**config.mk**
```make
export PLATFORM = sky130hd
export DESIGN_NAME = dbg_bridge
export DESIGN_NICKNAME = d
export VERILOG_FILES = /design/src/logic/rf_pkg.sv /design/src/logic/dbg_bridge.sv
export SDC_FILE = /design/constraint.sdc
export NUM_CORES = 1
export LEC_CHECK = 0
export BUFFER_PORTS_ARGS = -buffer_cell sky130_fd_sc_hd__buf_2
export CAP_MARGIN = 20
export CORE_MARGIN = 2
export CORE_UTILIZATION = 31
export DETAILED_ROUTE_END_ITERATION = 8
export MAX_ROUTING_LAYER = met4
export PLACE_DENSITY = 0.83
export SKIP_CTS_REPAIR_TIMING = 1
export SKIP_LAST_GASP = 1
export SYNTH_ARGS = -nofsm -noshare
export SYNTH_HDL_FRONTEND = slang
export SYNTH_SLANG_ARGS = --single-unit
```
**constraint.sdc**
```tcl
create_clock -name i_clk -period 2.2 [get_ports i_clk]
set_clock_uncertainty 0.1 [all_clocks]
set_input_delay 0.33 -clock i_clk [delete_from_list [all_inputs] [get_ports i_clk]]
set_output_delay 0.33 -clock i_clk [all_outputs]
set_load 0.05 [all_outputs]
```
**src/logic/rf_pkg.sv**
```systemverilog
// Register subsystem package with widths, operation codes, bus structs and FSM states
`default_nettype none

package rf_pkg;

    localparam int XLEN  = 32;
    localparam int TAG_W = 3;                   // Tags wrap around
    localparam int NREGS = 32;

    typedef logic [XLEN-1:0]          xlen_t;
    typedef logic [$clog2(NREGS)-1:0] reg_addr_t;
    typedef logic [TAG_W-1:0]         reg_tag_t;
    typedef logic [1:0]               opcode_t;

    localparam opcode_t OP_ADD = 2'd0;
    localparam opcode_t OP_SUB = 2'd1;
    localparam opcode_t OP_XOR = 2'd2;
    localparam opcode_t OP_MUL = 2'd3;

    typedef struct packed {
        opcode_t   opcode;
        reg_addr_t rd;
        reg_addr_t rs1;
        reg_addr_t rs2;
    } instr_t;

    // Issue to execute, one cycle per instruction
    typedef struct packed {
        logic      valid;
        opcode_t   opcode;
        reg_addr_t rd;
        reg_tag_t  tag;
        xlen_t     a;
        xlen_t     b;
    } exec_req_t;

    typedef struct packed {
        logic      valid;
        reg_addr_t rd;
        reg_tag_t  tag;
        xlen_t     data;
        logic      inorder;                     // Write only if tag is next in sequence
    } wb_t;

    typedef struct packed {
        reg_addr_t addr;
        logic      write;
        xlen_t     wdata;
    } dbg_req_t;

    typedef enum logic {
        IS_IDLE,
        IS_WAIT_DROP
    } issue_state_e;

    typedef enum logic [1:0] {
        DBG_IDLE,
        DBG_ACCESS,
        DBG_DONE
    } dbg_state_e;

endpackage

`default_nettype wire

```
**src/logic/dbg_bridge.sv**
```systemverilog
// Debug bridge turning a four-phase request into a single bank access cycle
`timescale 1ns/100ps
`default_nettype none

module dbg_bridge (
    input  logic              i_clk,
    input  logic              i_nrst,
    input  logic              i_req,
    input  rf_pkg::dbg_req_t  i_dbg,            // Held while i_req is high
    input  rf_pkg::xlen_t     i_rdata,          // Bank debug read data
    output logic              o_ack,
    output rf_pkg::xlen_t     o_rdata,
    output rf_pkg::reg_addr_t o_addr,
    output logic              o_ena,
    output logic              o_write,
    output rf_pkg::xlen_t     o_wdata
);
    import rf_pkg::*;

    dbg_state_e state;

    always_ff @(posedge i_clk or negedge i_nrst) begin
        if (!i_nrst) begin
            state <= DBG_IDLE;
        end else begin
            case (state)
                DBG_IDLE:   if (i_req) state <= DBG_ACCESS;
                DBG_ACCESS: state <= DBG_DONE;
                DBG_DONE:   if (!i_req) state <= DBG_IDLE;  // Wait for request to drop
                default:    state <= DBG_IDLE;
            endcase
        end
    end

    // Read data sampled in the access cycle, held through the acknowledge
    always_ff @(posedge i_clk) begin
        if (state == DBG_ACCESS) begin
            o_rdata <= i_rdata;
        end
    end

    assign o_ack   = (state == DBG_DONE);
    assign o_ena   = (state == DBG_ACCESS);
    assign o_addr  = i_dbg.addr;
    assign o_write = i_dbg.write;
    assign o_wdata = i_dbg.wdata;

endmodule

`default_nettype wire

```
-- After elaboration in Yosys (flattened, before gate mapping)
Cells that the tools add are included.
- register bits after elaboration: 34
- logic and storage cells: 11
- bits of input ports: 73
- multiplexer cells: 3
- reductions and logical operators: 2
- equal/unequal tests: 4
- operators with widths (cell ; number):
    2-bit case mux with 3 select lines ; 1
    2-bit 2-to-1 mux ; 2
    2-bit != test, second input constant ; 2
    2-bit by 1-bit == test with 1-bit output, second input constant ; 1
    2-bit == test, second input constant ; 1
    2-bit logical NOT ; 1
    2-bit AND reduction ; 1

-- Logic depth before layout (Yosys ltp)
- depth in word-level cells: 3
- mapped depth: 2
- gate-level depth less buffers: 2

-- Worst setup path before layout
OpenSTA, ideal clock, no wires.
- kind: register to register
- from: register state[1]
- to: register o_rdata[0], enable pin
- data arrival time: 1843 ps
- path buffers: 0
- period minus slack after synthesis: 2368 ps
- library setup time: 425 ps
- path slack: -168 ps
- data required time: 1675 ps
- cell stages (with the launch flop): 2
- cells stage by stage: dfrtp_1 -> nor2b_1
- longest elaborated chain between the ends: 1
- RTL lines (item ; RTL line ; source):
    start: declaration ; dbg_bridge.sv:20 ; dbg_state_e state;
    start signal: assignment ; dbg_bridge.sv:24 ; state <= DBG_IDLE;
    start signal: assignment ; dbg_bridge.sv:27 ; DBG_IDLE: if (i_req) state <= DBG_ACCESS;
    start signal: assignment ; dbg_bridge.sv:28 ; DBG_ACCESS: state <= DBG_DONE;
    2-bit by 1-bit == test with 1-bit output ; dbg_bridge.sv:37 ; if (state == DBG_ACCESS) begin
    end signal: assignment ; dbg_bridge.sv:38 ; o_rdata <= i_rdata;
    end: declaration ; dbg_bridge.sv:12 ; output rf_pkg::xlen_t o_rdata,
No other way between the ends.
A chain may end at the register's enable or synchronous reset.

-- Final worst setup path
- from: register state[1]
- to: output port o_ena
- longest elaborated chain between the ends: 1
- RTL lines (item ; RTL line ; source):
    2-bit by 1-bit == test with 1-bit output ; dbg_bridge.sv:43 ; assign o_ena = (state == DBG_ACCESS);
    end: declaration ; dbg_bridge.sv:14 ; output logic o_ena,
No other way between the ends.

==> metrics <==
status finished clean; Area contributors post-synth edfxtp_1 (72%), buf_4 (21%), dfrtp_1 (3.8%), nor2b_1 (0.94%), nor2b_2 (0.66%); Synth warnings 0; Core Util, Final 38.4%; Critical Path Source Type register; RSZ-0062 raised after global routing false; antenna-violating nets left 0; number of global-route vias before repair 737; die height 69.6 µm; Period minus WS final 1.59 ns; Slew headroom 73.7%; crit-path max FO 4; synthesized area per cell 17.3 µm²; Worst R2R Setup Slack 0.83 ns; H-tree depth 2; signal arrival time at the worst endpoint 1.16 ns; met2 Track Usage GR 15.2%; Critical Path Sink Type output port; Lkg Pwr 0.667 nW; Die Width 69.6 µm; Final Wtd Congestion 0.714; largest net degree at the start of global routing 33; Critical Path RT 1.77 ns; most frequent cell after synthesis buf_4; FF-to-FF End o_rdata[0]$_DFFE_PN_; layout cells sized above 1 65.8%; synthesized instance count 77; syn nets 150; Yosys top cell area share 72.1%; layer with the highest usage met2; core area 4060 µm²; register area share after synthesis 75.9%; Highest Clock Rate 628 MHz; top post-synthesis cells by count buf_4 (38), edfxtp_1 (32), dfrtp_1 (2), nor2b_1 (2); Nets 189; Post-synth top flop edfxtp_1; die area 4840 µm²; Final Hold Fails 0; Total Routing Usage GR 10.3%; maximum vdd drop 0.000733 V; CP Launch Point state[1]$_DFFE_PN0P_; Starting Density 32.8%; GR Util met1 10.4%; GR Util met3 6.98%; critical path type register to output port; Clock Sinks 34; Cell Count Post-Placement 158; WHS Path Cells 1; synthesized area 1330 µm²; Reg-to-Reg Start state[0]$_DFFE_PN0P_; EDFF count, synth 32; worst hold path type input pin to register; post-synthesis register bit count 34; drt first pass iters 2; clock latency on the worst-skew pair 0.27 ns; Reg2Reg Depth 2; # setup viols final 0; Layout Cells excl Fill 167; via/cell ratio 4.15; Cell Rows 23; worst setup path endpoint o_ena; CTS tree built; Pwr Density 1350 nW/µm²; ys async rst share 5.88%; DRC viols 0; Overflow after GRT 0; Slew @ Worst Pin 0.394 ns; Avg WL per Cell 14.2 µm; Reg clk slew, reported paths 0.07 ns; initial antenna violation count 0; hold_sp i_rdata[7]; DRT Wirelength 2.38 mm; clock buffer count from CTS 5; global-route wire length before repair 3.68 mm; period utilisation layout 72.3%; Clock Path Buffers 2; filler cell count 389; synthesis-to-finish area growth 16.8%; Final Max Slew Viols 0; unique cell type count in the Yosys netlist 7; root buf cell clkbuf_8; IO Count 145; antenna diode count 0; maxcap violations 0; detailed-route via count 693; Fin Setup TNS 0 ns; Yosys top cell by area edfxtp_1; DR iter-0 viols 49; port bufs 68
[kinds of logic (layout without fill, tap and decap cells)]
group	Yosys count	in the layout	share of synthesized area, %
buffers and inverters	38	78	21.4
flip-flops	34	34	75.9
AND/OR/NAND/NOR	4	4	2.16
AO/OA/AOI/OAI	1	1	0.564
[registers in the layout (all words and copies together) (netlist names)]
signal and cells:
o_rdata 32, state 2
[critical path, cell delays in order (launching register included)]
cell and delay (ns):
dfrtp_1 0.43, nor2b_1 0.17, buf_2 0.29
[worst min path at each step]
| stage | end |
|---|---|
| 2_1_floorplan | state[0]$_DFFE_PN0P_ |
| 4_1_cts | state[0]$_DFFE_PN0P_ |
| 5_1_grt | o_rdata[21]$_DFFE_PN_ |
| 3_3_place_gp | state[1]$_DFFE_PN0P_ |
| 3_5_place_dp | state[0]$_DFFE_PN0P_ |
| 6_report | o_rdata[7]$_DFFE_PN_ |
[report_power, final]
group          total, mW  internal, mW  switching (mW)
Clock              0.412         0.217           0.195
Combinational      0.747         0.141           0.606
Sequential         0.937         0.891          0.0455
Total               2.10          1.25           0.847
[through the flow]
| step | area [µm²] | power [mW] | setup WS [ns] | hold slack, ns |
|---|---|---|---|---|
| 4_1_cts | 1550 | 2.13 | 0.593 | -0.287 |
| 5_1_grt | 1560 | 2.19 | 0.530 | 0.110 |
| 3_3_place_gp | 1470 | 1.70 | 0.877 | 0.0143 |
| 6_report | 1560 | 2.10 | 0.609 | 0.126 |
| 2_1_floorplan | 1340 | 1.70 | 0.431 | -0.0656 |
| 3_5_place_dp | 1470 | 1.71 | 0.832 | 0.0186 |
[final cells by class]
class / instances / area, µm² / area share (%)
Clock buffer: 6 / 72.6 / 4.66
Clock inverter: 2 / 8.76 / 0.563
Sequential cell: 34 / 1010 / 65.0
Tap cell: 50 / 62.6 / 4.02
Multi-Input combinational cell: 5 / 43.8 / 2.81
Timing Repair Buffer: 70 / 358 / 23.0
[layer usage]
layer / vias to the layer above / routed length (µm)
li1: 305 / -
met1: 314 / 822
met2: 64 / 1210
met3: 10 / 301
met4: 0 / 39
met5: - / 0
[cell usage in the layout, fill, tap and decap left out]
cell type / n
buf_2: 68
nor2b_2: 1
nor3b_1: 1
buf_4: 1
dlygate4sd3_1: 1
dfrtp_1: 2
clkinv_2: 1
nor2b_1: 1
a21o_1: 1
edfxtp_1: 32
clkbuf_1: 1
nor2b_4: 1
clkbuf_8: 5
clkinv_1: 1
No activity file was read; power rests on OpenSTA's default activity.
