### src/logic/rf_pkg.sv
// Register subsystem package with widths, operation codes, bus structs and FSM states
`default_nettype none

package rf_pkg;

    localparam int XLEN  = 32;
    localparam int TAG_W = 3;                   // Tags wrap around
    localparam int NREGS = 32;

    typedef logic [XLEN-1:0]          xlen_t;
    typedef logic [$clog2(NREGS)-1:0] reg_addr_t;
    typedef logic [TAG_W-1:0]         reg_tag_t;
    typedef logic [1:0]               opcode_t;

    localparam opcode_t OP_ADD = 2'd0;
    localparam opcode_t OP_SUB = 2'd1;
    localparam opcode_t OP_XOR = 2'd2;
    localparam opcode_t OP_MUL = 2'd3;

    typedef struct packed {
        opcode_t   opcode;
        reg_addr_t rd;
        reg_addr_t rs1;
        reg_addr_t rs2;
    } instr_t;

    // Issue to execute, one cycle per instruction
    typedef struct packed {
        logic      valid;
        opcode_t   opcode;
        reg_addr_t rd;
        reg_tag_t  tag;
        xlen_t     a;
        xlen_t     b;
    } exec_req_t;

    typedef struct packed {
        logic      valid;
        reg_addr_t rd;
        reg_tag_t  tag;
        xlen_t     data;
        logic      inorder;                     // Write only if tag is next in sequence
    } wb_t;

    typedef struct packed {
        reg_addr_t addr;
        logic      write;
        xlen_t     wdata;
    } dbg_req_t;

    typedef enum logic {
        IS_IDLE,
        IS_WAIT_DROP
    } issue_state_e;

    typedef enum logic [1:0] {
        DBG_IDLE,
        DBG_ACCESS,
        DBG_DONE
    } dbg_state_e;

endpackage

`default_nettype wire

### src/logic/issue_stage.sv
// Issue stage taking instructions over a four-phase handshake, allocating tags and stalling on hazards
`timescale 1ns/100ps
`default_nettype none

module issue_stage #(
    parameter int MUL_LATENCY = 6
) (
    input  logic              i_clk,
    input  logic              i_nrst,
    input  logic              i_req,
    input  rf_pkg::instr_t    i_instr,          // Held stable while i_req is high
    input  rf_pkg::xlen_t     i_rdata1,
    input  rf_pkg::xlen_t     i_rdata2,
    input  rf_pkg::reg_tag_t  i_rtag1,
    input  rf_pkg::reg_tag_t  i_rtag2,
    output logic              o_ack,
    output rf_pkg::reg_addr_t o_radr1,
    output rf_pkg::reg_addr_t o_radr2,
    output rf_pkg::exec_req_t o_exec
);
    import rf_pkg::*;

    issue_state_e           state;
    reg_tag_t               issued [NREGS];     // Last tag handed out per register
    logic [MUL_LATENCY-1:1] mul_hist;           // Bit k set when a multiply issued k cycles ago

    logic     is_mul;
    logic     src1_busy;
    logic     src2_busy;
    logic     mul_clash;
    logic     hazard;
    logic     accept;
    reg_tag_t new_tag;

    assign o_radr1 = i_instr.rs1;
    assign o_radr2 = i_instr.rs2;
    assign o_ack   = (state == IS_WAIT_DROP);

    always_comb begin
        is_mul    = (i_instr.opcode == OP_MUL);
        // Source pending while the bank has not caught up with its last issued tag
        src1_busy = (i_instr.rs1 != '0) && (issued[i_instr.rs1] != i_rtag1);
        src2_busy = (i_instr.rs2 != '0) && (issued[i_instr.rs2] != i_rtag2);
        mul_clash = !is_mul && mul_hist[MUL_LATENCY-1]; // Would share the write-back slot
        hazard    = src1_busy || src2_busy || mul_clash;
        accept    = i_req && (state == IS_IDLE) && !hazard;
        new_tag   = issued[i_instr.rd] + 1'b1;
    end

    // Four-phase handshake
    always_ff @(posedge i_clk or negedge i_nrst) begin
        if (!i_nrst) begin
            state <= IS_IDLE;
        end else begin
            case (state)
                IS_IDLE:      if (accept) state <= IS_WAIT_DROP;
                IS_WAIT_DROP: if (!i_req) state <= IS_IDLE;
            endcase
        end
    end

    always_ff @(posedge i_clk or negedge i_nrst) begin
        if (!i_nrst) begin
            for (int i = 0; i < NREGS; i++) begin
                issued[i] <= '0;
            end
            mul_hist <= '0;
        end else begin
            mul_hist[1] <= accept && is_mul;
            for (int k = 2; k < MUL_LATENCY; k++) begin
                mul_hist[k] <= mul_hist[k-1];
            end
            if (accept && (i_instr.rd != '0)) begin
                issued[i_instr.rd] <= new_tag;
            end
        end
    end

    // Operands captured at acceptance, valid for one cycle
    always_ff @(posedge i_clk or negedge i_nrst) begin
        if (!i_nrst) begin
            o_exec <= '0;
        end else begin
            o_exec.valid <= accept;
            if (accept) begin
                o_exec.opcode <= i_instr.opcode;
                o_exec.rd     <= i_instr.rd;
                o_exec.tag    <= new_tag;
                o_exec.a      <= i_rdata1;
                o_exec.b      <= i_rdata2;
            end
        end
    end

endmodule

`default_nettype wire

### config.mk
export PLATFORM = sky130hd
export DESIGN_NAME = issue_stage
export DESIGN_NICKNAME = d
export VERILOG_FILES = /design/src/logic/rf_pkg.sv /design/src/logic/issue_stage.sv
export SDC_FILE = /design/constraint.sdc
export NUM_CORES = 1
export LEC_CHECK = 0
export BUFFER_PORTS_ARGS = -buffer_cell sky130_fd_sc_hd__buf_4
export CORE_UTILIZATION = 34
export CTS_CLUSTER_DIAMETER = 120
export DETAILED_ROUTE_END_ITERATION = 7
export PLACE_DENSITY = 0.55
export SYNTH_ARGS = -nofsm -noshare
export SYNTH_HDL_FRONTEND = slang
export SYNTH_SLANG_ARGS = --single-unit
### constraint.sdc
create_clock -name i_clk -period 2.7 [get_ports i_clk]
set_input_delay 0.135 -clock i_clk [delete_from_list [all_inputs] [get_ports i_clk]]
set_output_delay 0.135 -clock i_clk [all_outputs]
set_load 0.05 [all_outputs]
# Word level (Yosys, flattened, before mapping)
# Cells that the tools add are included.
# totals
input_bits	90
regBits	177
out_inout_bits	86
word_cells	82
# classes
n_eq_ne	3
bitwise_logic	4
n_lt_le_gt_ge	4
n_mux	15
n_reduce_logical	15
add_sub_neg	1
# op_table
op	n
$bwmux W96	1
$bmux W3 S5	3
$mux W3	7
$ge A6 B6 Y1 const B	3
$not A5 Y6	3
$demux W3 S5	1
$reduce_bool A5 Y1	3
$logic_and A1 B1 Y1	8
$lt A6 B1 Y1 const B	1
$ne A3 B3 Y1	2
$add A3 B1 Y3 const B	1
$eq A2 B2 Y1 const B	1
$logic_not A1 Y1	2
$logic_or A1 B1 Y1	2
$mux W1	2
$pmux W1 S2	1
$not A1 Y1	1

# Logic depth before layout (Yosys ltp)
# logic_depth
depth_word	12
ltp_mapped	13
ltp_nobuf	8

# Least setup slack after synthesis
# No wires, ideal clock.
# synth_timing
path_kind	in2reg
start	input port i_instr[7] (netlist name)
end	register o_exec[0] (netlist name)
path_buffers	4
required_time_ns	2.572
slack_ns	-0.263
arrival_ns	2.836
cell_stages	12
cell_sequence	clkbuf_1 buf_2 mux4_2 mux2i_1 o22ai_1 a211oi_2 xnor2_1 a2111oi_4 o21ai_2 buf_2 buf_4 mux2_1
# synth_between
elab_chain_len	10
word_cells_on_any_way	11
classes_between	1 x eq/ne; 3 x mux; 1 x bitwise; 6 x reduce/logical
# synth_lines
element	line	text
start, declared	issue_stage.sv:11	input rf_pkg::instr_t i_instr,
$not A5 Y6 (implied by the code)	issue_stage.sv:42	src1_busy = (i_instr.rs1 != '0) && (issued[i_instr.rs1] != i_rtag1);
$bmux W3 S5	issue_stage.sv:42	
$mux W3 (implied by the code) (2 in a row)	issue_stage.sv:42	
$ne A3 B3 Y1	issue_stage.sv:42	
$logic_and A1 B1 Y1 *	issue_stage.sv:42	
$logic_or A1 B1 Y1 * (2 in a row)	issue_stage.sv:45	hazard = src1_busy || src2_busy || mul_clash;
$logic_not A1 Y1 *	issue_stage.sv:46	accept = i_req && (state == IS_IDLE) && !hazard;
$logic_and A1 B1 Y1 *	issue_stage.sv:46	
end, declared	issue_stage.sv:19	output rf_pkg::exec_req_t o_exec
# Mark *: on every way between the ends. The rest lies on a longest branch, timed or not. The select of a mux whose other input is x is not followed.
# A chain may end at the register's enable or synchronous reset.

# Worst setup path after layout
# layout_timing
start	register issued[1] (netlist name)
end	register issued[33] (netlist name)
# layout_between
elab_chain_len	10
word_cells_on_any_way	15
classes_between	2 x eq/ne; 6 x mux; 7 x reduce/logical
# layout_lines
element	line	text
start, declared	issue_stage.sv:24	reg_tag_t issued [NREGS];
start signal, assigned by index	issue_stage.sv:74	issued[i_instr.rd] <= new_tag;
$bmux W3 S5 (on tied branches)	issue_stage.sv:42, issue_stage.sv:43	
$mux W3 (on tied branches) (2 in a row)	issue_stage.sv:42, issue_stage.sv:43	
$ne A3 B3 Y1 (on tied branches)	issue_stage.sv:42, issue_stage.sv:43	
$logic_and A1 B1 Y1 (on tied branches)	issue_stage.sv:42, issue_stage.sv:43	
$logic_or A1 B1 Y1 * (2 in a row)	issue_stage.sv:45	
$logic_not A1 Y1 *	issue_stage.sv:46	
$logic_and A1 B1 Y1 *	issue_stage.sv:46	
$logic_and A1 B1 Y1 *	issue_stage.sv:73	if (accept && (i_instr.rd != '0)) begin
# Marks and branches as above.

==> impl.org <==
** Outcome
- Status :: finished, violations left
- Failing checks :: negative setup slack

** Floorplanning
- Row Count :: 60
- Measured along the y axis, the die boundary spans 169 µm.
- Die span in x :: 169 µm
- During I/O placement, the number of pins put on the boundary was 176.
- Core box area :: 27,200 µm²
- Overall die area :: 28,600 µm²
- Once the floorplan was initialized, standard cells occupied 35.0% of the core.

** Worst setup path
- STA classifies the critical path endpoint as a flop.
- For the worst setup path, the data arrival time is 3.44 ns.
- At the worst endpoint, the required time is 3.01 ns.
- The worst setup path is of the flop to flop kind.
- Startpoint Class :: flop
- Of all nets on the critical path, the largest fanout is 7.

** Yosys
- Among all cell types in the netlist, the one instantiated most often is sky130_fd_sc_hd__dfrtp_1.
- Yosys printed 0 warnings.
- After synthesis, the cell types taking the most area are sky130_fd_sc_hd__dfrtp_1, sky130_fd_sc_hd__mux2_2, sky130_fd_sc_hd__mux4_2.
- After synthesis, the most frequently instantiated cells are sky130_fd_sc_hd__dfrtp_1, sky130_fd_sc_hd__mux2_2, sky130_fd_sc_hd__mux4_2, sky130_fd_sc_hd__nor2_1, sky130_fd_sc_hd__clkbuf_1.
- Number of storage elements in the synthesis netlist :: 177
- Summing every instance area after synthesis gives 9510 µm².
- For this run, the leading register cell type out of synthesis is sky130_fd_sc_hd__dfrtp_1.
- Dominant cell type by area after synthesis :: sky130_fd_sc_hd__dfrtp_1
- Synthesis produced a netlist whose cell count is approximately 690.
- The share of the Yosys chip area taken by registers is 46.6%.
- A synthesized cell averages 13.8 µm².
- Counting flops with a built-in enable in the synthesized netlist gives 0.
- The top cell type by area accounts for 46.6% of the synthesized area.
- Syn Nets :: about 800
- Post-synth ARST share :: 100%
- The netlist uses 50 different library cells.

** CTS
- Clock tree synthesis inserted a total of 17 buffers.
- CTS Sinks :: 177
- Clock-pin slew was measured on the worst setup and hold paths at 0.08 ns.
- Root cell of the clock tree :: sky130_fd_sc_hd__clkbuf_16
- Clock tree from TritonCTS :: yes
- The H-tree was split into 4 levels.
- Skew-Pair Late Insertion Delay :: 0.44 ns
- In this run the deepest clock path goes through 2 buffers.

** Pwr
- In this run switching power makes up between 30% and 40% of total power.
- Combinational logic burns approximately a third of the power.
- Power spent charging and discharging nets :: between 3 and 4 mW
- The clock network burns about 30% of the power.
- Cell-internal power :: between 5 and 6 mW
- For this design the ratio of total power to cell area is roughly 600 nW/µm².
- Cell leakage power :: between 6 and 7 nW
- Sequential fraction of design power :: a little under two fifths
- Highest ir drop seen on vdd :: 0.459 mV

** Finish
- Post-Layout Cell Count :: 1,436
- Area occupied by multi-input gates :: 5060 µm²
- After routing the design area is roughly 14,000 µm².
- In the final design database the tool counted roughly 1,100 nets.
- Final Util :: 52.1%
- The layout has 2,356 filler cells.
- Of the cells placed in the final design, the portion with a size suffix greater than 1 is 57.7%.
- The area growth from synthesis to layout is 48.9%.
- Sequential cell area :: 4430 µm²
- The number of antenna diodes in the final layout is 0.

** Route
- In the routed design, unresolved DRC markers number 0.
- Number of DRC markers in iteration 0 :: 511
- Final antenna-violating net count :: 0
- The final layout contains routed wiring with a total length of 31,500 µm.
- The routed layout has 7,684 vias.
- Detailed Routing Iterations Pass 1 :: 4
- Avg Vias per Cell :: 5.35
- In the final routed layout, each cell accounts on average for 22.0 µm.

** Global route
- Number of global-route vias before repair :: 8,167
- Number of antenna violations at the first check in global routing :: 0
- The first global-routing pass estimated roughly 49,000 µm of wire.
- Global routing used a little under a quarter of the available tracks across all layers.
- Global routing finished with a remaining overflow of 0.
- Entering global routing, the biggest net connects 73 pins.

** STA
- Fmax :: 0.320 GHz
- Slew margin rel. :: between 20% and 30%
- Setup slack on the critical path of the routed design comes to -0.427 ns.
- Worst clock skew :: 0.0220 ns
- Setup violations remaining at the end of the flow were counted as 170.
- After layout, the worst path uses 116% of the clock period.
- After routing, the total negative slack on setup checks comes to -63.27 ns.
- Least-Margin Pin Slew :: 1.14 ns
- Endpoints failing hold :: 0
- The number of slew-limit violations in the final report was 0.
- Setup repair after global routing could not meet its margin everywhere.
- Period minus WS final :: 3.13 ns

** Placement
- The number of placed instances, taps included, is 1,320.
- Instance area after placement :: 12,300 µm²
- HPWL after detailed placement :: 21,700 µm
- # port buffers :: roughly 180
- The congestion estimate from routability-driven global placement came to 0.883.

** Min path
- Type of the worst min-delay path :: input pin to flop

** Job
- Max-cap violations in this run came to 0.
## critical path, cell delays in order (launching register included)
cell and delay, ns:
sky130_fd_sc_hd__dfrtp_1 0.41, sky130_fd_sc_hd__mux4_2 0.52, sky130_fd_sc_hd__mux4_2 0.55, sky130_fd_sc_hd__a21oi_4 0.16
sky130_fd_sc_hd__xnor2_2 0.09, sky130_fd_sc_hd__o32ai_4 0.40, sky130_fd_sc_hd__buf_6 0.19, sky130_fd_sc_hd__clkbuf_16 0.16
sky130_fd_sc_hd__o2111ai_4 0.15, sky130_fd_sc_hd__mux2_4 0.38
## final timing paths
| kind | start | to | slack [ns] | cells past startpoint |
|---|---|---|---|---|
| max | issued[1]$_DFFE_PN0P_ | issued[33]$_DFFE_PN0P_ | -0.43 | 9 |
| min reg2reg | mul_hist[1]$_DFF_PN0_ | mul_hist[2]$_DFF_PN0_ | 0.35 | 0 |
| min in group asynchronous | i_nrst | issued[72]$_DFFE_PN0P_ | 0.27 | 2 |
| min | i_instr[13] | o_exec[70]$_DFFE_PN0P_ | 0.06 | 2 |
| max reg2reg | issued[1]$_DFFE_PN0P_ | issued[33]$_DFFE_PN0P_ | -0.43 | 9 |
| max in group asynchronous | i_nrst | o_exec[69]$_DFFE_PN0P_ | 1.58 | 3 |
## metrics by stage
stage	setup slack (ns)	power [mW]	hold WS, ns
floorplan	-0.0839	4.89	-0.161
global placement	-0.493	5.87	0.191
detailed placement	-0.512	5.89	0.187
CTS	-0.467	8.57	0.0360
global route	-0.511	8.86	0.0538
finish	-0.427	8.54	0.0621
## cell type report
cell class                 count  area share (%)
multi-input combinational    439            35.7
sequential                   177            31.3
timing repair buffer         409            25.3
tap                          372            3.29
clock buffer                  18            3.03
clock inverter                14            1.11
inverter                       7           0.186
## kinds of logic after synthesis
family / count (synthesis) / share of synthesized area [%]
buf+inv: 75 / 3.76
flops: 177 / 46.6
simple gates: 92 / 4.90
mux: 257 / 37.0
fa+ha+maj: 1 / 0.132
compound gates: 83 / 7.07
xor+xnor: 6 / 0.553
## flip-flops by register name (all words and copies together), names as in the netlist
register  count
o_exec       75
issued       96
mul_hist      5
o_ack         1
## power by group through the flow
stage	registers, mW	logic (mW)	clock network [mW]
2_1_floorplan	4.34	0.553	0
3_3_place_gp	3.20	2.67	0
3_5_place_dp	3.21	2.68	0
4_1_cts	3.17	2.83	2.56
5_1_grt	3.22	2.98	2.66
6_report	3.18	2.86	2.50
## cells in the final DEF, fill, tap and decap left out, types with 5 or more instances in the layout
| cell | n |
|---|---|
| sky130_fd_sc_hd__a211oi_1 | 6 |
| sky130_fd_sc_hd__nand2_1 | 16 |
| sky130_fd_sc_hd__buf_6 | 9 |
| sky130_fd_sc_hd__clkbuf_16 | 19 |
| sky130_fd_sc_hd__nor2_1 | 32 |
| sky130_fd_sc_hd__o2111ai_1 | 5 |
| sky130_fd_sc_hd__nor2b_1 | 10 |
| sky130_fd_sc_hd__o2111ai_4 | 9 |
| sky130_fd_sc_hd__a22oi_1 | 16 |
| sky130_fd_sc_hd__mux2_1 | 21 |
| sky130_fd_sc_hd__dfrtp_1 | 177 |
| sky130_fd_sc_hd__buf_4 | 309 |
| sky130_fd_sc_hd__buf_12 | 14 |
| sky130_fd_sc_hd__mux2_4 | 18 |
| sky130_fd_sc_hd__mux4_2 | 58 |
| sky130_fd_sc_hd__mux2i_1 | 23 |
| sky130_fd_sc_hd__nand2b_1 | 5 |
| sky130_fd_sc_hd__o211ai_1 | 19 |
| sky130_fd_sc_hd__inv_8 | 5 |
| sky130_fd_sc_hd__mux2_2 | 136 |
| sky130_fd_sc_hd__o22ai_1 | 5 |
| sky130_fd_sc_hd__dlygate4sd3_1 | 68 |
| sky130_fd_sc_hd__inv_1 | 7 |
## per-layer routing
layer / routed length, µm / vias up / GRT usage [%]
li1: - / 3381 / -
met1: 14000 / 3951 / 31.1
met2: 14200 / 315 / 34.6
met3: 2670 / 37 / 7.28
met4: 621 / 0 / 6.50
met5: 0 / - / 0
## timing repair
action,CTS,global route
endpoints found under the setup margin,170,170
buffers inserted,6,4
hold buffers,68,0
endpoints found under the hold margin,137,0
gates resized for setup,38,23
pin swaps,8,8
cloned,5,3
Power figures use the tool's default switching activity.
