<file path="config.mk">
export PLATFORM = sky130hd
export DESIGN_NAME = exec_stage
export DESIGN_NICKNAME = d
export VERILOG_FILES = /design/src/logic/rf_pkg.sv /design/src/logic/exec_stage.sv
export SDC_FILE = /design/constraint.sdc
export NUM_CORES = 1
export LEC_CHECK = 0
export ABC_CLOCK_PERIOD_IN_PS = 1580
export BUFFER_PORTS_ARGS = -buffer_cell sky130_fd_sc_hd__buf_2
export CAP_MARGIN = 0
export CORE_ASPECT_RATIO = 0.5
export CORE_MARGIN = 2
export CORE_UTILIZATION = 23
export CTS_CLUSTER_DIAMETER = 120
export CTS_CLUSTER_SIZE = 16
export DETAILED_ROUTE_END_ITERATION = 8
export SKIP_LAST_GASP = 1
export SYNTH_ARGS = -nofsm -noshare
export SYNTH_HDL_FRONTEND = slang
export SYNTH_SLANG_ARGS = --single-unit
</file>
<file path="constraint.sdc">
create_clock -name i_clk -period 1.58 [get_ports i_clk]
set_input_delay 0.079 -clock i_clk [delete_from_list [all_inputs] [get_ports i_clk]]
set_output_delay 0.079 -clock i_clk [all_outputs]
set_load 0.01 [all_outputs]
</file>
<file path="src/logic/rf_pkg.sv">
// Register subsystem package with widths, operation codes, bus structs and FSM states
`default_nettype none

package rf_pkg;

    localparam int XLEN  = 32;
    localparam int TAG_W = 3;                   // Tags wrap around
    localparam int NREGS = 32;

    typedef logic [XLEN-1:0]          xlen_t;
    typedef logic [$clog2(NREGS)-1:0] reg_addr_t;
    typedef logic [TAG_W-1:0]         reg_tag_t;
    typedef logic [1:0]               opcode_t;

    localparam opcode_t OP_ADD = 2'd0;
    localparam opcode_t OP_SUB = 2'd1;
    localparam opcode_t OP_XOR = 2'd2;
    localparam opcode_t OP_MUL = 2'd3;

    typedef struct packed {
        opcode_t   opcode;
        reg_addr_t rd;
        reg_addr_t rs1;
        reg_addr_t rs2;
    } instr_t;

    // Issue to execute, one cycle per instruction
    typedef struct packed {
        logic      valid;
        opcode_t   opcode;
        reg_addr_t rd;
        reg_tag_t  tag;
        xlen_t     a;
        xlen_t     b;
    } exec_req_t;

    typedef struct packed {
        logic      valid;
        reg_addr_t rd;
        reg_tag_t  tag;
        xlen_t     data;
        logic      inorder;                     // Write only if tag is next in sequence
    } wb_t;

    typedef struct packed {
        reg_addr_t addr;
        logic      write;
        xlen_t     wdata;
    } dbg_req_t;

    typedef enum logic {
        IS_IDLE,
        IS_WAIT_DROP
    } issue_state_e;

    typedef enum logic [1:0] {
        DBG_IDLE,
        DBG_ACCESS,
        DBG_DONE
    } dbg_state_e;

endpackage

`default_nettype wire

</file>
<file path="src/logic/exec_stage.sv">
// Execute stage with a one-cycle ALU and a multi-cycle multiply pipe sharing one write-back
`timescale 1ns/100ps
`default_nettype none

module exec_stage #(
    parameter int MUL_LATENCY = 6
) (
    input  logic              i_clk,
    input  logic              i_nrst,
    input  rf_pkg::exec_req_t i_exec,
    output rf_pkg::wb_t       o_wb
);
    import rf_pkg::*;

    wb_t   alu_wb;
    wb_t   mul_pipe [MUL_LATENCY];              // One entry per multiply cycle
    xlen_t alu_res;
    xlen_t mul_lo;
    logic  is_mul;

    always_comb begin
        is_mul = (i_exec.opcode == OP_MUL);
        mul_lo = i_exec.a * i_exec.b;           // Low word of the product
        case (i_exec.opcode)
            OP_ADD:  alu_res = i_exec.a + i_exec.b;
            OP_SUB:  alu_res = i_exec.a - i_exec.b;
            OP_XOR:  alu_res = i_exec.a ^ i_exec.b;
            default: alu_res = '0;
        endcase
    end

    always_ff @(posedge i_clk or negedge i_nrst) begin
        if (!i_nrst) begin
            alu_wb <= '0;
            for (int k = 0; k < MUL_LATENCY; k++) begin
                mul_pipe[k] <= '0;
            end
        end else begin
            // ALU writes land unconditionally
            alu_wb <= '{valid:   i_exec.valid && !is_mul,
                        rd:      i_exec.rd,
                        tag:     i_exec.tag,
                        data:    alu_res,
                        inorder: 1'b0};
            mul_pipe[0] <= '{valid:   i_exec.valid && is_mul,
                             rd:      i_exec.rd,
                             tag:     i_exec.tag,
                             data:    mul_lo,
                             inorder: 1'b1};
            for (int k = 1; k < MUL_LATENCY; k++) begin
                mul_pipe[k] <= mul_pipe[k-1];
            end
        end
    end

    // Issue keeps the two paths from finishing in the same cycle
    assign o_wb = alu_wb.valid ? alu_wb : mul_pipe[MUL_LATENCY-1];

endmodule

`default_nettype wire

</file>
Word-level counts from Yosys, hierarchy flattened:

Cells that the tools add are included.

* input port bits: 77
* output and inout port bits: 42
* bits in registers: 285

* $mul: 1
* bitwise gates (word level): 1
* reduce and logical (&&, ||, !) cells: 4
* add/sub/neg operators: 2
* equality and inequality tests: 3
* mux-type cells: 2

Operator list (count)
* case mux 32 bit (3 select lines): 1
* two-way mux 42 bit: 1
* adder 32 bit: 1
* multiplier 32 x 32 -> 32 bit: 1
* subtractor 32 bit: 1
* bitwise XOR 32 bit: 1
* == test 2 bit (second input constant): 2
* == test 2 x 1 -> 1 bit (second input constant): 1
* logical AND 1 bit: 2
* logical NOT 2 bit: 1
* logical NOT 1 bit: 1

Logic depth before layout (Yosys ltp):

Gate-level depths: netlist of the first run.

* depth after elaboration: 3
* mapped depth: 27
* mapped depth without buffers: 25

Worst setup path before layout of the first run:

No wires, ideal clock.

* path type: input-to-reg
* from: input i_exec[5] (netlist name)
* to: register mul_pipe[241] (netlist name)
* data arrival time: 6.865 ns
* slack: -5.365 ns
* stages on the path: 25
* data required time: 1.500 ns
* path through: clkbuf_1 clkbuf_1 and2_1 fa_1 fa_1 fa_1 inv_1 fa_1 inv_1 fa_1 inv_1 fa_1 inv_1 fa_1 fa_1 ha_1 and3_1 a221oi_1 o21bai_1 a2111oi_0 o31ai_1 a2111oi_0 o21bai_1 a21oi_1 xnor2_1

* cells in the longest elaborated chain, start to end: 1

RTL lines
* start: declaration: RTL line exec_stage.sv:10 `input rf_pkg::exec_req_t i_exec,`
* multiplier 32 x 32 -> 32 bit: RTL line exec_stage.sv:23 `mul_lo = i_exec.a * i_exec.b;`
* net mul_lo[30]: RTL line exec_stage.sv:18 `xlen_t mul_lo;`
* end signal: indexed assignment: RTL line exec_stage.sv:51 `mul_pipe[k] <= mul_pipe[k-1];`
* end: declaration: RTL line exec_stage.sv:16 `wb_t mul_pipe [MUL_LATENCY];`

The timed path passes the listed nets, and every way through them passes these cells.

Worst setup path after layout of the first run:

* from: input i_exec[37] (netlist name)
* to: register mul_pipe[242] (netlist name)

Same word-level chain as after synthesis.

==> run_results.csv, run 1 <==
group,metric,value,unit
floorplanning,die_h,242,microns
yosys,synthesis.nets,3142,
yosys,yosysTopAreaCellShare,31.4,%
placed_design,place_congestion,0.928,
worst_hold_path,hp-class,"in -> reg",
worst_hold_path,holdPathStages,5,
yosys,synth-xor-area-share,5.17,%
drt,drc,0,
drt,dr.pass1.iters,5,
yosys,avgSynthCellArea,10.5,sq um
yosys,yosysSeqAreaShare,27.3,%
critical_path,ff2ff_setup_slack,0.88,ns
placed_design,place_ws,-5.54,ns
critical_path,cpMaxStageDelayCell,"fa_1",
yosys,synth_cells,2485,
sta,setup_viol_count_final,100,
critical_path,critPathLaunchType,"input port",
critical_path,criticalPathCategory,"in -> reg",
critical_path,max_stage_delay,0.65,ns
cells_and_area,regArea,7130,sq um
cts,htree_levels,1,
grt,grt_usage,13.8,%
cts,cts_buffers,22,
cts,cts_tree,"built",
yosys,ys_ff_latch,285,
worst_hold_path,hp-start,"i_exec[29]",
drt,wl_per_cell,17.8,microns
yosys,synthAdderAreaFrac,39.6,%
sta,finalHoldViolCount,0,
floorplanning,dieWidth,480,microns
yosys,yosysWarnings,0,
critical_path,end_kind,"register",
drt,viasPerCell,4.20,
floorplanning,ioPinCount,119,
sta,worst_hold_slack,0.0318,ns
floorplanning,core_area,113000,sq um
cts,root_buffer,"clkbuf_16",
sta,drv_slew,0,
cts,clk-insertion-delay-late,0.55,ns
critical_path,cp_num_buf_inv,7,
grt,grt_pass1_vias,20700,
sta,relSlewSlack,49.4,%
floorplanning,start_util,23.2,%
outcome,status,"finished with violations",
floorplanning,placementRows,87,
worst_hold_path,min_to,"alu_wb[30]",
yosys,netlist_area,26100,sq um
grt,grt_pass1_wl,124000,microns
cells_and_area,utilization,30.7,%
drt,num_vias,18800,
critical_path,crit_top_cell,"fa_1",
critical_path,rr_startpoint,"mul_pipe[242]",
cells_and_area,drive_gt1_share,31.0,%
outcome,violations,"setup timing",
floorplanning,die_area,116000,sq um
critical_path,cp_max_fo,7,
drt,wl,79700,microns
yosys,synth-compound-area-share,5.03,%
critical_path,cp_data_required_time,2.00,ns
run,max_cap_violations,0,
sta,timing.fmax,163,MHz
cts,cts_buffer_depth,3,
yosys,synth-edff-count,0,
cells_and_area,synthToLayoutAreaGrowth,32.4,%
critical_path,cp_data_arrival_time,6.55,ns
sta,rsz0062_at_grt,"true",
drt,drt_iter0_markers,1137,
sta,tightest_slew,0.758,ns
sta,fin_crit,6.14,ns
yosys,synth_flop_cell,"dfrtp_1",
critical_path,worstReg2RegEnd,"mul_pipe[200]",
yosys,ys_async_sr_fraction,100,%
grt,grt_overflow,0,
placed_design,port_buffers,118,
grt,antenna_found_initial,2,
sta,finalCritPeriodShare,388,%
yosys,yosysTopAreaCell,"fa_1",
yosys,muxShareOfSynthArea,1.86,%
cts,path_clk_slew,0.07,ns
critical_path,critPathTopFamily,"adder cells",
yosys,synth_top_family_by_area,"adder cells",
cells_and_area,layout.nets,3608,
sta,finClkSkew,0.0181,ns
critical_path,reg2reg_depth,0,
yosys,yosys.area_share.simple,13.2,%
placed_design,dp_hpwl,66100,microns
critical_path,crit_chain,"buf_4 > buf_4 > buf_4 > buf_4 > and2_1 > fa_1 > inv_1 > fa_1 > fa_1 > fa_1 > fa_1 > fa_1 > fa_1 > fa_1 > inv_1 > ha_1 > and3_1 > a2111oi_4 > o21bai_1 > a21oi_1 > buf_4 > xnor2_1",
sta,worst_slack,-4.56,ns
grt,grt_max_degree,61,
cells_and_area,fillers,11500,
yosys,synth_area_leaders,"fa_1, dfrtp_1, ha_1, and2_1, inv_1",
drt,antenna_left,0,
cts,cts_sinks,285,
cells_and_area,multiInputGateArea,18800,sq um
yosys,synthDistinctLibCells,60,
[state kept, by name (all words and copies together), names as in the netlist]
signal and flops:
mul_pipe 252, alu_wb 33
[layer usage]
layer | vias up | wire (microns) | share of wire (%) | global-route usage, %
li1 | 8472 | - | - | -
met1 | 9805 | 36200 | 45 | 19.4
met2 | 390 | 37200 | 47 | 22.4
met3 | 104 | 4020 | 5.0 | 1.93
met4 | 0 | 2320 | 2.9 | 3.34
met5 | - | 0 | 0 | 0
[worst max path at each step]
stage	from	slack [ns]	end	cells after the start
floorplan	i_exec[7]	-5.11	mul_pipe[241]	25
global placement	i_exec[2]	-5.43	mul_pipe[241]	25
detailed placement	i_exec[2]	-5.54	mul_pipe[241]	24
CTS	i_exec[4]	-4.51	mul_pipe[241]	24
global route	i_exec[14]	-4.80	mul_pipe[242]	26
finish	i_exec[37]	-4.56	mul_pipe[242]	22
[stage by stage]
| step | cells | setup TNS (ns) | cell area, sq um |
|---|---|---|---|
| final | 4469 | -154.36 | 34600 |
| after CTS | 4449 | -151.76 | 33700 |
| after detailed placement | 4386 | -190.23 | 31800 |
| after floorplan | 2485 | -137.11 | 27100 |
| after global placement | 4386 | -188.58 | 31800 |
| after global routing | 4468 | -163.70 | 34600 |
[area by class of cell]
class / instances / share of cell area (%)
Clock buffer: 24 / 1.61
Inverter: 420 / 4.56
Tap cell: 1513 / 5.47
Clock inverter: 3 / 0.119
Antenna cell: 2 / 0.0145
Timing Repair Buffer: 564 / 13.3
Multi-Input combinational cell: 1658 / 54.3
Sequential cell: 285 / 20.6
[logic make-up after synthesis]
family | Yosys count
buf+inv | 542
compound gates | 208
xor+xnor | 154
simple gates | 672
other cells | 1
flops | 285
mux | 43
fa+ha+maj | 580
[synthesized netlist by cell type, types with 12 or more instances]
library cell and instances:
a21oi_1 57, nor2_1 35, o21ai_0 50, mux2_2 40
fa_1 409, nand3b_1 14, a21o_1 18, xnor2_1 109
inv_1 420, clkbuf_1 119, ha_1 171, xor2_1 45
and2_1 264, nor3_1 12, nand2b_1 13, dfrtp_1 285
nand2_1 282, and3_1 13
[cells in the final DEF (no fill, tap or decap), types with 6 or more instances in the layout]
cell type and count:
buf_6 67, buf_12 22, mux2_2 40, o21ai_2 12, a21o_1 18, fa_1 379
xnor2_4 6, a21oi_4 6, a21oi_1 25, dfrtp_1 284, and3_4 6, o21ai_1 20
o21a_1 7, inv_2 29, o22ai_2 6, inv_1 391, dlygate4sd3_1 12, buf_2 95
nand2b_1 11, nor2_1 23, o21ai_0 16, a21oi_2 26, xnor2_2 12, clkbuf_16 23
o31ai_4 6, ha_1 126, buf_4 361, ha_4 41, o211ai_1 6, fa_2 30
nor3_1 7, xnor2_1 91, and2_4 28, nand2_1 275, nand3b_1 14, and3_1 7
and2_1 236, nand2_2 6, xor2_1 41, nor2_2 7
[repair_timing]
| action | in CTS | in global routing |
|---|---|---|
| setup endpoints to repair | 102 | 101 |
| setup buffers | 29 | 31 |
| gates resized for setup | 216 | 172 |
| gates cloned | 0 | 1 |
| endpoints found under the hold margin | 296 | 0 |
| hold buffers | 12 | 0 |
| pin swaps | 148 | 165 |
Power of run 1 is left out: the tool's default activity adds up to more than one toggle a clock period on the data nets, which glitch-free logic cannot reach.
==> run 2, diff against run 1 <==
- BUFFER_PORTS_ARGS: -buffer_cell sky130_fd_sc_hd__buf_2 -> not set
- DONT_BUFFER_PORTS: not set -> 1
- REMOVE_ABC_BUFFERS: not set -> 1
==> run 2 against run 1 <==
Effect of this change: the flow finishes with violations (hold timing, setup timing); fmax is essentially flat; sequential share of layout area grew 0.91 points; via count fell by 1.3%; count of clock-buffer cells in the layout unchanged; critical path type unchanged; critical endpoint is now mul_pipe[241].
==> run_results.csv, run 2 (synthesis results as in run 1) <==
group,metric,value,unit
outcome,status,"finished with violations",
outcome,violations,"hold timing, setup timing",
floorplanning,die_h,242,microns
cells_and_area,fillers,11400,
sta,finClkSkew,0.0452,ns
critical_path,cp_data_arrival_time,6.60,ns
grt,antenna_found_initial,2,
placed_design,port_buffers,0,
drt,drc,0,
sta,rsz0062_at_grt,"true",
critical_path,crit_chain,"and2_4 > fa_1 > inv_1 > fa_1 > fa_1 > fa_1 > inv_2 > fa_1 > inv_2 > fa_1 > inv_2 > fa_2 > fa_1 > ha_4 > a21o_1 > a221oi_2 > o21bai_1 > a2111oi_2 > o31ai_1 > buf_4 > a2111oi_4 > o21bai_1 > a21oi_1 > xnor2_1",
grt,grt_usage,13.9,%
cells_and_area,synthToLayoutAreaGrowth,26.9,%
critical_path,crit_top_cell,"fa_1",
floorplanning,die_area,116000,sq um
critical_path,path_depth,24,
floorplanning,start_util,23.2,%
cells_and_area,layout_commonest_cell,"inv_1",
placed_design,postPlaceCellArea,29200,sq um
cells_and_area,largest_register_ffs,252,
cts,path_clk_slew,0.07,ns
critical_path,cp_max_fo,30,
worst_hold_path,hp-class,"in -> async",
critical_path,worstReg2RegEnd,"mul_pipe[205]",
cells_and_area,top_register,"mul_pipe",
drt,antenna_left,0,
floorplanning,ioPinCount,119,
grt,top_usage_layer,"met2",
cells_and_area,multiInputGateArea,18900,sq um
floorplanning,core_area,113000,sq um
floorplanning,placementRows,87,
grt,grt_use_met1,18.5,%
drt,wl_per_cell,19.4,microns
sta,fin_setup_tns,-127.05,ns
critical_path,cpMaxStageDelayCell,"fa_1",
cells_and_area,reg_top3,"mul_pipe x252, alu_wb x33",
cells_and_area,layout.nets,3365,
grt,grt_pass1_wl,124000,microns
cts,htree_levels,1,
critical_path,ff2ff_setup_slack,1.00,ns
drt,viasPerCell,4.38,
critical_path,max_stage_delay,0.57,ns
grt,use_met3,1.90,%
floorplanning,dieWidth,480,microns
critical_path,rr_startpoint,"mul_pipe[247]",
drt,dr.pass1.iters,5,
run,max_cap_violations,0,
placed_design,place_congestion,0.897,
sta,worst_slack,-4.56,ns
sta,tightest_slew,1.10,ns
grt,grt_overflow,0,
sta,timing.fmax,163,MHz
drt,num_vias,18500,
sta,finalHoldViolCount,285,
cts,cts_sinks,285,
critical_path,cp-endpoint,"mul_pipe[241]",
sta,drv_slew,0,
cells_and_area,design_area,33100,sq um
cts,clk-insertion-delay-late,0.58,ns
critical_path,reg2reg_depth,0,
critical_path,crit_start,"i_exec[4]",
grt,grt_pass1_vias,20100,
sta,setup_viol_count_final,95,
cts,cts_buffer_depth,3,
sta,fin_crit,6.14,ns
sta,worst_hold_slack,-0.799,ns
cells_and_area,drive_gt1_share,21.6,%
grt,grt_max_degree,286,
critical_path,cp_data_required_time,2.04,ns
drt,wl,81800,microns
critical_path,cp_num_buf_inv,5,
placed_design,dp_hpwl,56700,microns
cells_and_area,regArea,7130,sq um
cts,cts_tree,"built",
critical_path,criticalPathCategory,"in -> reg",
critical_path,critPathLaunchType,"input port",
cts,root_buffer,"clkbuf_16",
critical_path,end_kind,"register",
sta,finalCritPeriodShare,389,%
sta,relSlewSlack,26.6,%
critical_path,critPathTopFamily,"adder cells",
cts,cts_buffers,23,
cells_and_area,fin_cells,4226,
drt,drt_iter0_markers,1314,
cells_and_area,final_cell_mix,"inv_1, fa_1, dfrtp_1, nand2_1, and2_1",
placed_design,placed_cells,4086,
grt,grt_util_met2,23.2,%
-- run 2: cell count changes in the layout (fill, tap and decap cells not counted), sizes merged, moves of 2 or more --
cell | previous run | this run
inv | 420 | 422
buf | 549 | 256
clkinv | 3 | 1
dlygate4sd3 | 12 | 62
-- run 2: how the worst min path moves through the flow --
stage | startpoint | to | slack [ns] | cells after the start
floorplan | i_nrst | alu_wb[10] | -0.22 | 0
detailed placement | i_nrst | mul_pipe[22] | -0.21 | 0
CTS | i_nrst | mul_pipe[231] | -0.85 | 0
global placement | i_nrst | mul_pipe[57] | -0.21 | 0
global route | i_nrst | mul_pipe[181] | -0.84 | 0
finish | i_nrst | mul_pipe[19] | -0.80 | 0
-- run 2: metal layers --
metal / vias to the layer above / share of wire (%)
met2: 630 / 48
met5: - / 0
met1: 9760 / 42
li1: 7972 / -
met3: 163 / 6.4
met4: 0 / 3.7
-- run 2: cell type report --
| cell class | count | area share [%] |
|---|---|---|
| tap | 1513 | 5.72 |
| timing repair buffer | 320 | 8.83 |
| inverter | 420 | 4.84 |
| antenna | 1 | 0.00756 |
| clock inverter | 5 | 0.230 |
| multi-input combinational | 1658 | 57.1 |
| clock buffer | 24 | 1.75 |
| sequential | 285 | 21.5 |
-- run 2: what timing repair did --
item	in CTS	in global routing
hold buffers	61	3
gates cloned	3	3
pin swaps	183	167
endpoints found under the hold margin	330	288
endpoints found under the setup margin	97	99
buffers inserted	47	34
resized for setup	296	162
-- run 2: metrics by stage --
step	worst slack [ns]	util (%)
floorplan	-4.97	-
global placement	-5.50	25.9
detailed placement	-5.45	25.9
CTS	-4.45	28.5
global route	-4.74	29.4
finish	-4.56	29.4
Power of run 2 is left out for the same reason.
